==> config.mk <==
export PLATFORM = sky130hd
export DESIGN_NAME = v_cu_top
export DESIGN_NICKNAME = d
export VERILOG_FILES = /design/src/design/vcu_pkg.sv /design/src/design/issue_if.sv /design/src/design/instr_capture.sv /design/src/design/vtype_config.sv /design/src/design/instr_decode.sv /design/src/design/port_dispatch.sv /design/src/design/v_cu_top.sv
export SDC_FILE = /design/constraint.sdc
export NUM_CORES = 1
export LEC_CHECK = 0
export ABC_AREA = 0
export BUFFER_PORTS_ARGS = -buffer_cell sky130_fd_sc_hd__buf_2
export CAP_MARGIN = 20
export CORE_MARGIN = 2
export CORE_UTILIZATION = 53
export DETAILED_ROUTE_END_ITERATION = 6
export GPL_ROUTABILITY_DRIVEN = 0
export PLACE_DENSITY_LB_ADDON = 0.05
export SKIP_LAST_GASP = 1
export SLEW_MARGIN = 20
export SYNTH_ARGS = -nofsm -noshare
export SYNTH_HDL_FRONTEND = slang
export SYNTH_SLANG_ARGS = --single-unit
==> constraint.sdc <==
create_clock -name clk -period 3.9 [get_ports clk]
set_input_delay 0.78 -clock clk [delete_from_list [all_inputs] [get_ports clk]]
set_output_delay 0.78 -clock clk [all_outputs]
set_load 0.02 [all_outputs]
==> src/design/vcu_pkg.sv <==
// class indices, instruction field positions, vtype codes, decode enums and vlmax function
`default_nettype none

package vcu_pkg;

   localparam int INSTR_CLASS_W = 12; // one-hot class bus, bits 1..0 unused

   localparam int CLS_IDX_STORE = 2;
   localparam int CLS_STORE     = 3;
   localparam int CLS_IDX_LOAD  = 4;
   localparam int CLS_LOAD      = 5;
   localparam int CLS_OPMVV     = 6;
   localparam int CLS_OPMVX     = 7;
   localparam int CLS_OPIVV     = 8;
   localparam int CLS_OPIVI     = 9;
   localparam int CLS_OPIVX     = 10;
   localparam int CLS_CONFIG    = 11;

   // instruction word fields
   localparam int FUNCT6_HI = 31;
   localparam int FUNCT6_LO = 26;
   localparam int VM_BIT    = 25;
   localparam int VS2_HI    = 24;
   localparam int VS2_LO    = 20;
   localparam int VS1_HI    = 19; // also the 5-bit immediate
   localparam int VS1_LO    = 15;
   localparam int VD_HI     = 11;
   localparam int VD_LO     = 7;

   localparam int         VSETVL_HI   = 31;
   localparam int         VSETVL_LO   = 30;
   localparam logic [1:0] VSETVL_MARK = 2'b10; // vsetvl, vtype from rs2
   localparam int VSETVLI_SEW_HI  = 24;
   localparam int VSETVLI_SEW_LO  = 22;
   localparam int VSETVLI_LMUL_HI = 21;
   localparam int VSETVLI_LMUL_LO = 20;
   localparam int LMUL_EXT_BIT    = 25; // msb of lmul code in vsetvli

   // vtype layout in rs2 for vsetvl
   localparam int VTYPE_SEW_HI  = 5;
   localparam int VTYPE_SEW_LO  = 3;
   localparam int VTYPE_LMUL_HI = 2;
   localparam int VTYPE_LMUL_LO = 0;

   typedef logic [2:0] sew_t;  // 0/1/2 -> 8/16/32 bit
   typedef logic [2:0] lmul_t; // 0..3 -> x1..x8, 5..7 -> /8../2

   typedef enum logic [2:0] {
      IT_NORMAL    = 3'd0,
      IT_STORE     = 3'd2,
      IT_IDX_STORE = 3'd3,
      IT_LOAD      = 3'd4,
      IT_IDX_LOAD  = 3'd5,
      IT_CONFIG    = 3'd6,
      IT_NONE      = 3'd7
   } inst_type_e;

   typedef enum logic [1:0] {OP2_VV, OP2_VX, OP2_VI, OP2_NONE} op2_sel_e;

   typedef enum logic [3:0] {
      ALU_NOP, ALU_ADD, ALU_SUB,
      ALU_AND, ALU_OR, ALU_XOR,
      ALU_SEQ, ALU_SNE,
      ALU_SLL, ALU_SRL, ALU_SRA,
      ALU_MUL, ALU_MULH
   } alu_op_e;

   // elements per register group for a given sew and lmul
   function automatic logic [31:0] vlmax_of(input int unsigned vlen, input sew_t sew,
                                            input lmul_t lmul);
      logic [31:0] elems;
      elems = 32'(vlen / 8) >> sew; // bytes / element bytes
      case (lmul)
         3'd0, 3'd1, 3'd2, 3'd3: return elems << lmul[1:0];
         3'd4:                   return '0; // reserved
         default:                return elems >> (4'd8 - {1'b0, lmul}); // fractional
      endcase
   endfunction

endpackage

`default_nettype wire

==> src/design/issue_if.sv <==
// issue_if interface carrying the captured instruction and the ready level
`timescale 1ns/1ps
`default_nettype none

interface issue_if import vcu_pkg::*; ();

   logic [INSTR_CLASS_W-1:0] cls;   // one-hot class, zero = empty slot
   logic [31:0]              instr; // captured instruction word
   logic [31:0]              rs1;   // scalar operand 1
   logic [31:0]              rs2;   // scalar operand 2, vtype for vsetvl
   logic                     rdy;   // capture may load next edge

   // capture register side
   modport cap (output cls, output instr, output rs1, output rs2, input rdy);

   // decode and config side, read only
   modport use_side (input cls, input instr, input rs1, input rs2);

   // dispatch side also owns the ready level
   modport use_rdy (input cls, input instr, input rs1, input rs2, output rdy);

endinterface

`default_nettype wire

==> src/design/instr_capture.sv <==
// instr_capture module, input register stage that holds while the unit is stalled
`timescale 1ns/1ps
`default_nettype none

module instr_capture import vcu_pkg::*; (
   input  logic                     clk,
   input  logic                     rstn,
   input  logic [INSTR_CLASS_W-1:0] instr_vld_i,    // one-hot class, zero when idle
   input  logic [31:0]              vector_instr_i,
   input  logic [31:0]              scalar_rs1_i,
   input  logic [31:0]              scalar_rs2_i,
   issue_if.cap                     issue
);

   logic load_en;

   assign load_en = issue.rdy; // ready level from dispatch, no loop through inputs

   // class register, empty after reset
   always_ff @(posedge clk)
   begin
      if (!rstn)
         issue.cls <= '0;
      else if (load_en)
         issue.cls <= instr_vld_i; // all-zero class loads as empty slot
   end

   // payload only matters while cls is nonzero
   always_ff @(posedge clk)
   begin
      if (load_en)
      begin
         issue.instr <= vector_instr_i;
         issue.rs1   <= scalar_rs1_i;
         issue.rs2   <= scalar_rs2_i;
      end
   end

endmodule

`default_nettype wire

==> src/design/vtype_config.sv <==
// vtype_config module, sew/lmul/vl registers updated by vsetvl and vsetvli
`timescale 1ns/1ps
`default_nettype none

module vtype_config import vcu_pkg::*; #(
   parameter int VLEN = 4096
) (
   input  logic        clk,
   input  logic        rstn,
   issue_if.use_side   issue,
   output sew_t        sew_o,
   output lmul_t       lmul_o,
   output logic [31:0] vl_o
);

   logic        is_config;
   logic        is_vsetvl;
   sew_t        sew_nxt;
   lmul_t       lmul_nxt;
   logic [31:0] vlmax;
   logic [31:0] vl_nxt;
   logic [4:0]  vs1_fld;
   logic [4:0]  vd_fld;

   assign is_config = issue.cls[CLS_CONFIG];
   assign is_vsetvl = issue.instr[VSETVL_HI:VSETVL_LO] == VSETVL_MARK;
   assign vs1_fld   = issue.instr[VS1_HI:VS1_LO]; // rs1 index, avl source
   assign vd_fld    = issue.instr[VD_HI:VD_LO];   // rd index

   // next vtype, rs2 for vsetvl else the immediate fields
   always_comb
   begin
      if (is_vsetvl)
      begin
         sew_nxt  = issue.rs2[VTYPE_SEW_HI:VTYPE_SEW_LO];
         lmul_nxt = issue.rs2[VTYPE_LMUL_HI:VTYPE_LMUL_LO];
      end
      else
      begin
         sew_nxt  = issue.instr[VSETVLI_SEW_HI:VSETVLI_SEW_LO];
         lmul_nxt = {issue.instr[LMUL_EXT_BIT], issue.instr[VSETVLI_LMUL_HI:VSETVLI_LMUL_LO]};
      end
   end

   assign vlmax = vlmax_of(VLEN, sew_nxt, lmul_nxt); // from the new vtype

   // avl from rs1, else vlmax when rd set, else keep
   assign vl_nxt = (vs1_fld != '0) ? issue.rs1 :
                   (vd_fld != '0)  ? vlmax     : vl_o;

   always_ff @(posedge clk)
   begin
      if (!rstn)
      begin
         sew_o  <= sew_t'(3'd2); // 32-bit elements
         lmul_o <= '0;           // x1
         vl_o   <= 32'(VLEN / 32);
      end
      else if (is_config) // config never stalls, one update per instruction
      begin
         sew_o  <= sew_nxt;
         lmul_o <= lmul_nxt;
         vl_o   <= vl_nxt;
      end
   end

endmodule

`default_nettype wire

==> src/design/instr_decode.sv <==
// instr_decode module, instruction type, operand select, alu opcode and operand decode
`timescale 1ns/1ps
`default_nettype none

module instr_decode import vcu_pkg::*; (
   issue_if.use_side   issue,
   output inst_type_e  inst_type_o,
   output op2_sel_e    op2_sel_o,
   output alu_op_e     alu_opmode_o,
   output logic [31:0] alu_x_data_o,
   output logic [4:0]  alu_imm_o,
   output logic        vector_mask_o
);

   logic [5:0] funct6;
   logic       opi_cls;
   logic       opm_cls;

   assign funct6  = issue.instr[FUNCT6_HI:FUNCT6_LO];
   assign opi_cls = issue.cls[CLS_OPIVV] | issue.cls[CLS_OPIVI] | issue.cls[CLS_OPIVX];
   assign opm_cls = issue.cls[CLS_OPMVV] | issue.cls[CLS_OPMVX];

   // memory classes win over arithmetic
   always_comb
   begin
      if (issue.cls[CLS_STORE])          inst_type_o = IT_STORE;
      else if (issue.cls[CLS_IDX_STORE]) inst_type_o = IT_IDX_STORE;
      else if (issue.cls[CLS_LOAD])      inst_type_o = IT_LOAD;
      else if (issue.cls[CLS_IDX_LOAD])  inst_type_o = IT_IDX_LOAD;
      else if (issue.cls[CLS_CONFIG])    inst_type_o = IT_CONFIG;
      else if (opi_cls || opm_cls)       inst_type_o = IT_NORMAL;
      else                               inst_type_o = IT_NONE; // empty slot
   end

   // second operand source
   always_comb
   begin
      if (issue.cls[CLS_OPIVV] || issue.cls[CLS_OPMVV])      op2_sel_o = OP2_VV;
      else if (issue.cls[CLS_OPIVX] || issue.cls[CLS_OPMVX]) op2_sel_o = OP2_VX;
      else if (issue.cls[CLS_OPIVI])                         op2_sel_o = OP2_VI;
      else                                                   op2_sel_o = OP2_NONE;
   end

   // funct6 maps differ between opi and opm spaces
   always_comb
   begin
      alu_opmode_o = ALU_NOP;
      if (opi_cls)
      begin
         case (funct6)
            6'b000000: alu_opmode_o = ALU_ADD;
            6'b000010: alu_opmode_o = ALU_SUB;
            6'b001001: alu_opmode_o = ALU_AND;
            6'b001010: alu_opmode_o = ALU_OR;
            6'b001011: alu_opmode_o = ALU_XOR;
            6'b011000: alu_opmode_o = ALU_SEQ; // vmseq
            6'b011001: alu_opmode_o = ALU_SNE; // vmsne
            6'b100101: alu_opmode_o = ALU_SLL;
            6'b101000: alu_opmode_o = ALU_SRL;
            6'b101001: alu_opmode_o = ALU_SRA;
            default:   alu_opmode_o = ALU_NOP;
         endcase
      end
      else if (opm_cls)
      begin
         case (funct6)
            6'b000000: alu_opmode_o = ALU_ADD;  // redsum
            6'b000001: alu_opmode_o = ALU_AND;
            6'b000010: alu_opmode_o = ALU_OR;
            6'b000011: alu_opmode_o = ALU_XOR;
            6'b100101: alu_opmode_o = ALU_MUL;
            6'b100111: alu_opmode_o = ALU_MULH;
            default:   alu_opmode_o = ALU_NOP;
         endcase
      end
   end

   assign alu_x_data_o  = issue.rs1;
   assign alu_imm_o     = issue.instr[VS1_HI:VS1_LO]; // simm5 shares vs1 field
   assign vector_mask_o = ~issue.instr[VM_BIT];       // vm=0 means masked

endmodule

`default_nettype wire

==> src/design/port_dispatch.sv <==
// port_dispatch module, vd scoreboard, lowest ready port grant, start pulses and ready level
`timescale 1ns/1ps
`default_nettype none

module port_dispatch import vcu_pkg::*; #(
   parameter int W_PORTS_NUM     = 4,
   parameter int DEP_HOLD_CYCLES = 11
) (
   input  logic                   clk,
   input  logic                   rstn,
   issue_if.use_rdy               issue,
   input  logic [W_PORTS_NUM-1:0] port_group_ready_i,
   output logic [W_PORTS_NUM-1:0] start_o
);

   localparam int CNT_W = $clog2(DEP_HOLD_CYCLES + 1);

   logic [W_PORTS_NUM-1:0]            sb_vld; // entry in flight
   logic [W_PORTS_NUM-1:0][4:0]       sb_vd;  // its destination
   logic [W_PORTS_NUM-1:0][CNT_W-1:0] sb_cnt; // edges left
   logic [W_PORTS_NUM-1:0]            hit;
   logic [W_PORTS_NUM-1:0]            lowest_rdy;
   logic [4:0] vs1_fld;
   logic [4:0] vs2_fld;
   logic [4:0] vd_fld;
   logic       slot_empty;
   logic       is_config;
   logic       needs_port;
   logic       hazard;

   assign vs1_fld = issue.instr[VS1_HI:VS1_LO];
   assign vs2_fld = issue.instr[VS2_HI:VS2_LO];
   assign vd_fld  = issue.instr[VD_HI:VD_LO];

   assign slot_empty = ~|issue.cls[INSTR_CLASS_W-1:CLS_IDX_STORE]; // bits 1..0 ignored
   assign is_config  = issue.cls[CLS_CONFIG];
   assign needs_port = !slot_empty && !is_config;

   // read-after-write check against every live entry
   always_comb
   begin
      for (int i = 0; i < W_PORTS_NUM; i++)
         hit[i] = sb_vld[i] && (sb_vd[i] == vs1_fld || sb_vd[i] == vs2_fld);
   end

   assign hazard     = needs_port && (|hit);
   assign lowest_rdy = port_group_ready_i & (~port_group_ready_i + 1'b1); // lowest set bit

   assign start_o   = (needs_port && !hazard) ? lowest_rdy : '0;
   assign issue.rdy = slot_empty || is_config || (|start_o); // start implies accept

   always_ff @(posedge clk)
   begin
      if (!rstn)
      begin
         sb_vld <= '0;
         sb_cnt <= '0;
      end
      else
      begin
         for (int i = 0; i < W_PORTS_NUM; i++)
         begin
            if (start_o[i])
            begin
               sb_vld[i] <= 1'b1;
               sb_cnt[i] <= CNT_W'(DEP_HOLD_CYCLES - 1); // valid for hold edges
            end
            else if (sb_vld[i])
            begin
               if (sb_cnt[i] == '0)
                  sb_vld[i] <= 1'b0; // hold expired
               else
                  sb_cnt[i] <= sb_cnt[i] - 1'b1;
            end
         end
      end
   end

   // vd only read while its valid flag is set
   always_ff @(posedge clk)
   begin
      for (int i = 0; i < W_PORTS_NUM; i++)
         if (start_o[i])
            sb_vd[i] <= vd_fld;
   end

endmodule

`default_nettype wire

==> src/design/v_cu_top.sv <==
// v_cu_top module, vector control unit top with capture, config, decode and dispatch
`timescale 1ns/1ps
`default_nettype none

module v_cu_top import vcu_pkg::*; #(
   parameter int VLEN            = 4096,
   parameter int W_PORTS_NUM     = 4,
   parameter int DEP_HOLD_CYCLES = 11
) (
   input  logic                     clk,
   input  logic                     rstn,
   input  logic [INSTR_CLASS_W-1:0] instr_vld_i,
   input  logic [31:0]              vector_instr_i,
   input  logic [31:0]              scalar_rs1_i,
   input  logic [31:0]              scalar_rs2_i,
   input  logic [W_PORTS_NUM-1:0]   port_group_ready_i,
   output logic                     instr_rdy_o,  // level, upstream holds while low
   output sew_t                     sew_o,
   output lmul_t                    lmul_o,
   output logic [31:0]              vl_o,
   output inst_type_e               inst_type_o,
   output op2_sel_e                 op2_sel_o,
   output alu_op_e                  alu_opmode_o,
   output logic [31:0]              alu_x_data_o,
   output logic [4:0]               alu_imm_o,
   output logic                     vector_mask_o,
   output logic [W_PORTS_NUM-1:0]   start_o       // one-hot pulse per instruction
);

   issue_if issue ();

   instr_capture u_capture (
      .clk            (clk),
      .rstn           (rstn),
      .instr_vld_i    (instr_vld_i),
      .vector_instr_i (vector_instr_i),
      .scalar_rs1_i   (scalar_rs1_i),
      .scalar_rs2_i   (scalar_rs2_i),
      .issue          (issue)
   );

   vtype_config #(.VLEN(VLEN)) u_config (
      .clk    (clk),
      .rstn   (rstn),
      .issue  (issue),
      .sew_o  (sew_o),
      .lmul_o (lmul_o),
      .vl_o   (vl_o)
   );

   instr_decode u_decode (
      .issue         (issue),
      .inst_type_o   (inst_type_o),
      .op2_sel_o     (op2_sel_o),
      .alu_opmode_o  (alu_opmode_o),
      .alu_x_data_o  (alu_x_data_o),
      .alu_imm_o     (alu_imm_o),
      .vector_mask_o (vector_mask_o)
   );

   port_dispatch #(
      .W_PORTS_NUM     (W_PORTS_NUM),
      .DEP_HOLD_CYCLES (DEP_HOLD_CYCLES)
   ) u_dispatch (
      .clk                (clk),
      .rstn               (rstn),
      .issue              (issue),
      .port_group_ready_i (port_group_ready_i),
      .start_o            (start_o)
   );

   assign instr_rdy_o = issue.rdy;

endmodule

`default_nettype wire

==> flow_summary.yaml <==
detailed_routing:
  routed.top_layer: "met4"
  viasPerCell: 5.73
  routed_wl_um: 18600
  wl_met3_um: 1400
  ant_nets: 0
  remaining_drc_errors: 0
  routedWlPerCell_um: 18.3
  met2_length_um: 9270
  drtPass1Iterations: 5
  met1Wirelength_um: 7520
  vias: 5841
  drt_iter0_markers: 479
timing:
  fin_tns_setup_ns: 0
  tightest_slew_ns: 1.04
  fin_crit_sh_pct: 95.9
  rsz0062_at_grt: "false"
  fin_crit_ns: 3.74
  slew_headroom_pct: 30.2
  finalMaxSlewViolations: 0
  clock_skew_ns: 0.0103
  hold_ws_ns: 0.458
  setup_violations: 0
  max_freq_mhz: 267
  hold_viol: 0
die:
  pin_count: 204
  die_w_um: 121
  design.die.area_um2: 14700
  core_um2: 13300
  start_util_pct: 54.6
  die_y_um: 121
  rows: 42
power_and_ir_drop:
  ir_drop_mv: 0.313
  swShare_pct: 29.5
  power.density_nw_per_um2: 472
  p_clk_share_pct: 37.1
  cell_internal_pwr_mw: 2.89
  combPwrFrac_pct: 17.0
  power_frac_seq_pct: 45.9
  p_leak_nw: 3.48
  switchingPower_mw: 1.21
final_layout:
  mostFrequentLayoutCells: "buf_2 (165), edfxtp_1 (80), nand2_1 (72)"
  area_growth_pct: 19.1
  layout_commonest_cell: "buf_2"
  finalNetCount: 952
  layout-drive-gt1-share_pct: 27.6
  utilization_pct: 65.0
synth:
  synth-seq-cells: 148
  synth_edf_count: 80
  ys_warn_count: 0
  avgSynthCellArea_um2: 10.5
  yosysSeqAreaShare_pct: 51.7
  synthCells: 691
  syn-cell-area_um2: 7280
  synth_cell_types: 73
  synth_fp_nets: 814
  synthFlopType: "edfxtp_1"
  async_reset_ff_share_pct: 0
cts:
  insertion_delay_ns: 0.43
  ctsHoldBuffers: 0
  clock_sinks: 148
  cts-buffers-inserted: 17
  cts-root-buf: "clkbuf_16"
  path_clk_slew_ns: 0.06
  cts_buffer_depth: 2
  htreeDepth: 4
  post_cts_buffers: 0
  cts_tree: "yes"
worst_setup_path:
  worstPathRequired_ns: 3.12
  end_kind: "primary output"
  worst-r2r-cell-count: 10
  rrSetupSlack_ns: 0.92
  cp_max_fo: 23
  startpoint_type: "flop"
  worstReg2RegEnd: "u_config.vl_o[0]"
  crit_type: "reg2out"
  reg2reg_from: "u_capture.issue.instr[31]"
  cp.arrival_ns: 2.96
placed_design:
  port_buffers: 165
  dp_hpwl_um: 13100
global_route:
  grt_antenna_before_repair: 2
  grt_first_pass_wirelength_um: 29400
  track_usage_pct: 25.9
  grt_start_max_net_pins: 61
  overflow: 0
  grt_pass1_vias: 5985
hold_path:
  worst_hold_path.endpoint: "u_config.vl_o[5]"
  holdPathStages: 2
  hold_class: "reg2reg"
  hold_start: "u_config.vl_o[5]"
job:
  drv_cap: 0
status:
  outcome: "completed"
-- per-stage QoR --
stage               setup slack [ns]  power, mW  std cells  cell area (um2)
floorplan                      0.174       2.38        691             7280
global placement               0.627       2.58        986             8120
detailed placement             0.569       2.60        986             8120
CTS                            0.111       4.11       1018             8670
global route                  0.0203       4.27       1019             8670
finish                         0.160       4.10       1020             8670
-- metal layers --
layer  up-vias  track usage [%]
met1      2798             30.0
met5         -                0
met2       207             44.7
met3        26             8.93
met4         0             9.20
li1       2810                -
-- cells by family (layout without fill, tap and decap cells) --
logic type	Yosys count	count (layout)	synth area share (%)
simple gates	249	249	18.6
flops	148	148	51.7
mux	14	14	2.51
compound gates	132	132	13.1
xor+xnor	60	60	7.21
other cells	0	2	0
fa+ha+maj	9	9	1.55
buf+inv	79	230	5.39
-- synthesized netlist by cell type, types with 3 or more instances --
cell / instances / area, um2
and3_1: 8 / 50.1
nor4b_1: 3 / 26.3
mux2_2: 3 / 33.8
or4_1: 3 / 22.5
a21oi_1: 14 / 70.1
xor2_1: 5 / 43.8
clkbuf_1: 27 / 101
nand4_1: 30 / 188
nand2b_1: 3 / 18.8
a21boi_1: 5 / 37.5
buf_2: 12 / 60.1
ha_1: 9 / 113
o21ai_1: 4 / 20.0
nand4b_1: 11 / 96.3
edfxtp_1: 80 / 2400
and4bb_2: 5 / 62.6
a21boi_0: 29 / 218
nor3_1: 8 / 40.0
o21ai_0: 11 / 55.1
inv_1: 23 / 86.3
nand3_1: 31 / 155
mux2i_1: 6 / 60.1
o31ai_1: 3 / 22.5
o211ai_1: 6 / 45.0
buf_4: 10 / 75.1
nor4_1: 9 / 56.3
dfxtp_1: 68 / 1360
xnor2_1: 55 / 482
or3_1: 4 / 25.0
o2111ai_1: 9 / 78.8
o211a_1: 5 / 50.1
o22ai_1: 8 / 50.1
nor3b_1: 5 / 37.5
a31oi_1: 12 / 75.1
nor2_1: 39 / 146
a211oi_1: 6 / 45.0
nand2_1: 73 / 274
a22o_1: 3 / 26.3
-- worst max-delay path by stage --
| stage | endpoint | start | cells past startpoint |
|---|---|---|---|
| floorplan | instr_rdy_o | u_capture.issue.instr[18] | 8 |
| detailed placement | start_o[2] | u_capture.issue.instr[23] | 8 |
| CTS | start_o[2] | u_capture.issue.instr[23] | 8 |
| global placement | start_o[2] | u_capture.issue.instr[22] | 8 |
| global route | start_o[3] | u_capture.issue.instr[22] | 8 |
| finish | start_o[3] | u_capture.issue.instr[23] | 8 |
-- layout make-up --
type,instances,area [um2]
clock inverter,13,97.6
timing repair buffer,174,906
tap,176,220
inverter,24,92.6
antenna,2,5.00
sequential,148,3760
clock buffer,19,453
multi-input combinational,464,3140
fill,1109,4670
-- critical path, cell delays in order, from the launching register on --
cell	delay [ns]
edfxtp_1	0.62
xnor2_1	0.23
nand4_1	0.11
o22ai_1	0.10
nor4_2	0.34
buf_4	0.31
nand4_1	0.26
inv_1	0.33
buf_2	0.23
-- flip-flops by register name, indices dropped and copies added (netlist names) --
signal and cells:
u_capture.issue.cls 10, u_capture.issue.instr 22, u_capture.issue.rs1 32, u_capture.issue.rs2 6
u_config.lmul_o 3, u_config.sew_o 3, u_config.vl_o 32, u_dispatch.sb_cnt 16
u_dispatch.sb_vd 20, u_dispatch.sb_vld 4
-- what timing repair did --
item	CTS	global route
endpoints found under the setup margin	0	1
hold endpoints to repair	0	0
gates resized for setup	0	1
-- power groups by stage --
stage               clock network (mW)  logic (mW)  registers [mW]
CTS                               1.54       0.692            1.88
detailed placement                   0       0.689            1.91
floorplan                            0       0.453            1.93
finish                            1.52       0.695            1.88
global route                      1.61       0.757            1.90
global placement                     0       0.670            1.91
No activity file was read; power rests on OpenSTA's default activity.
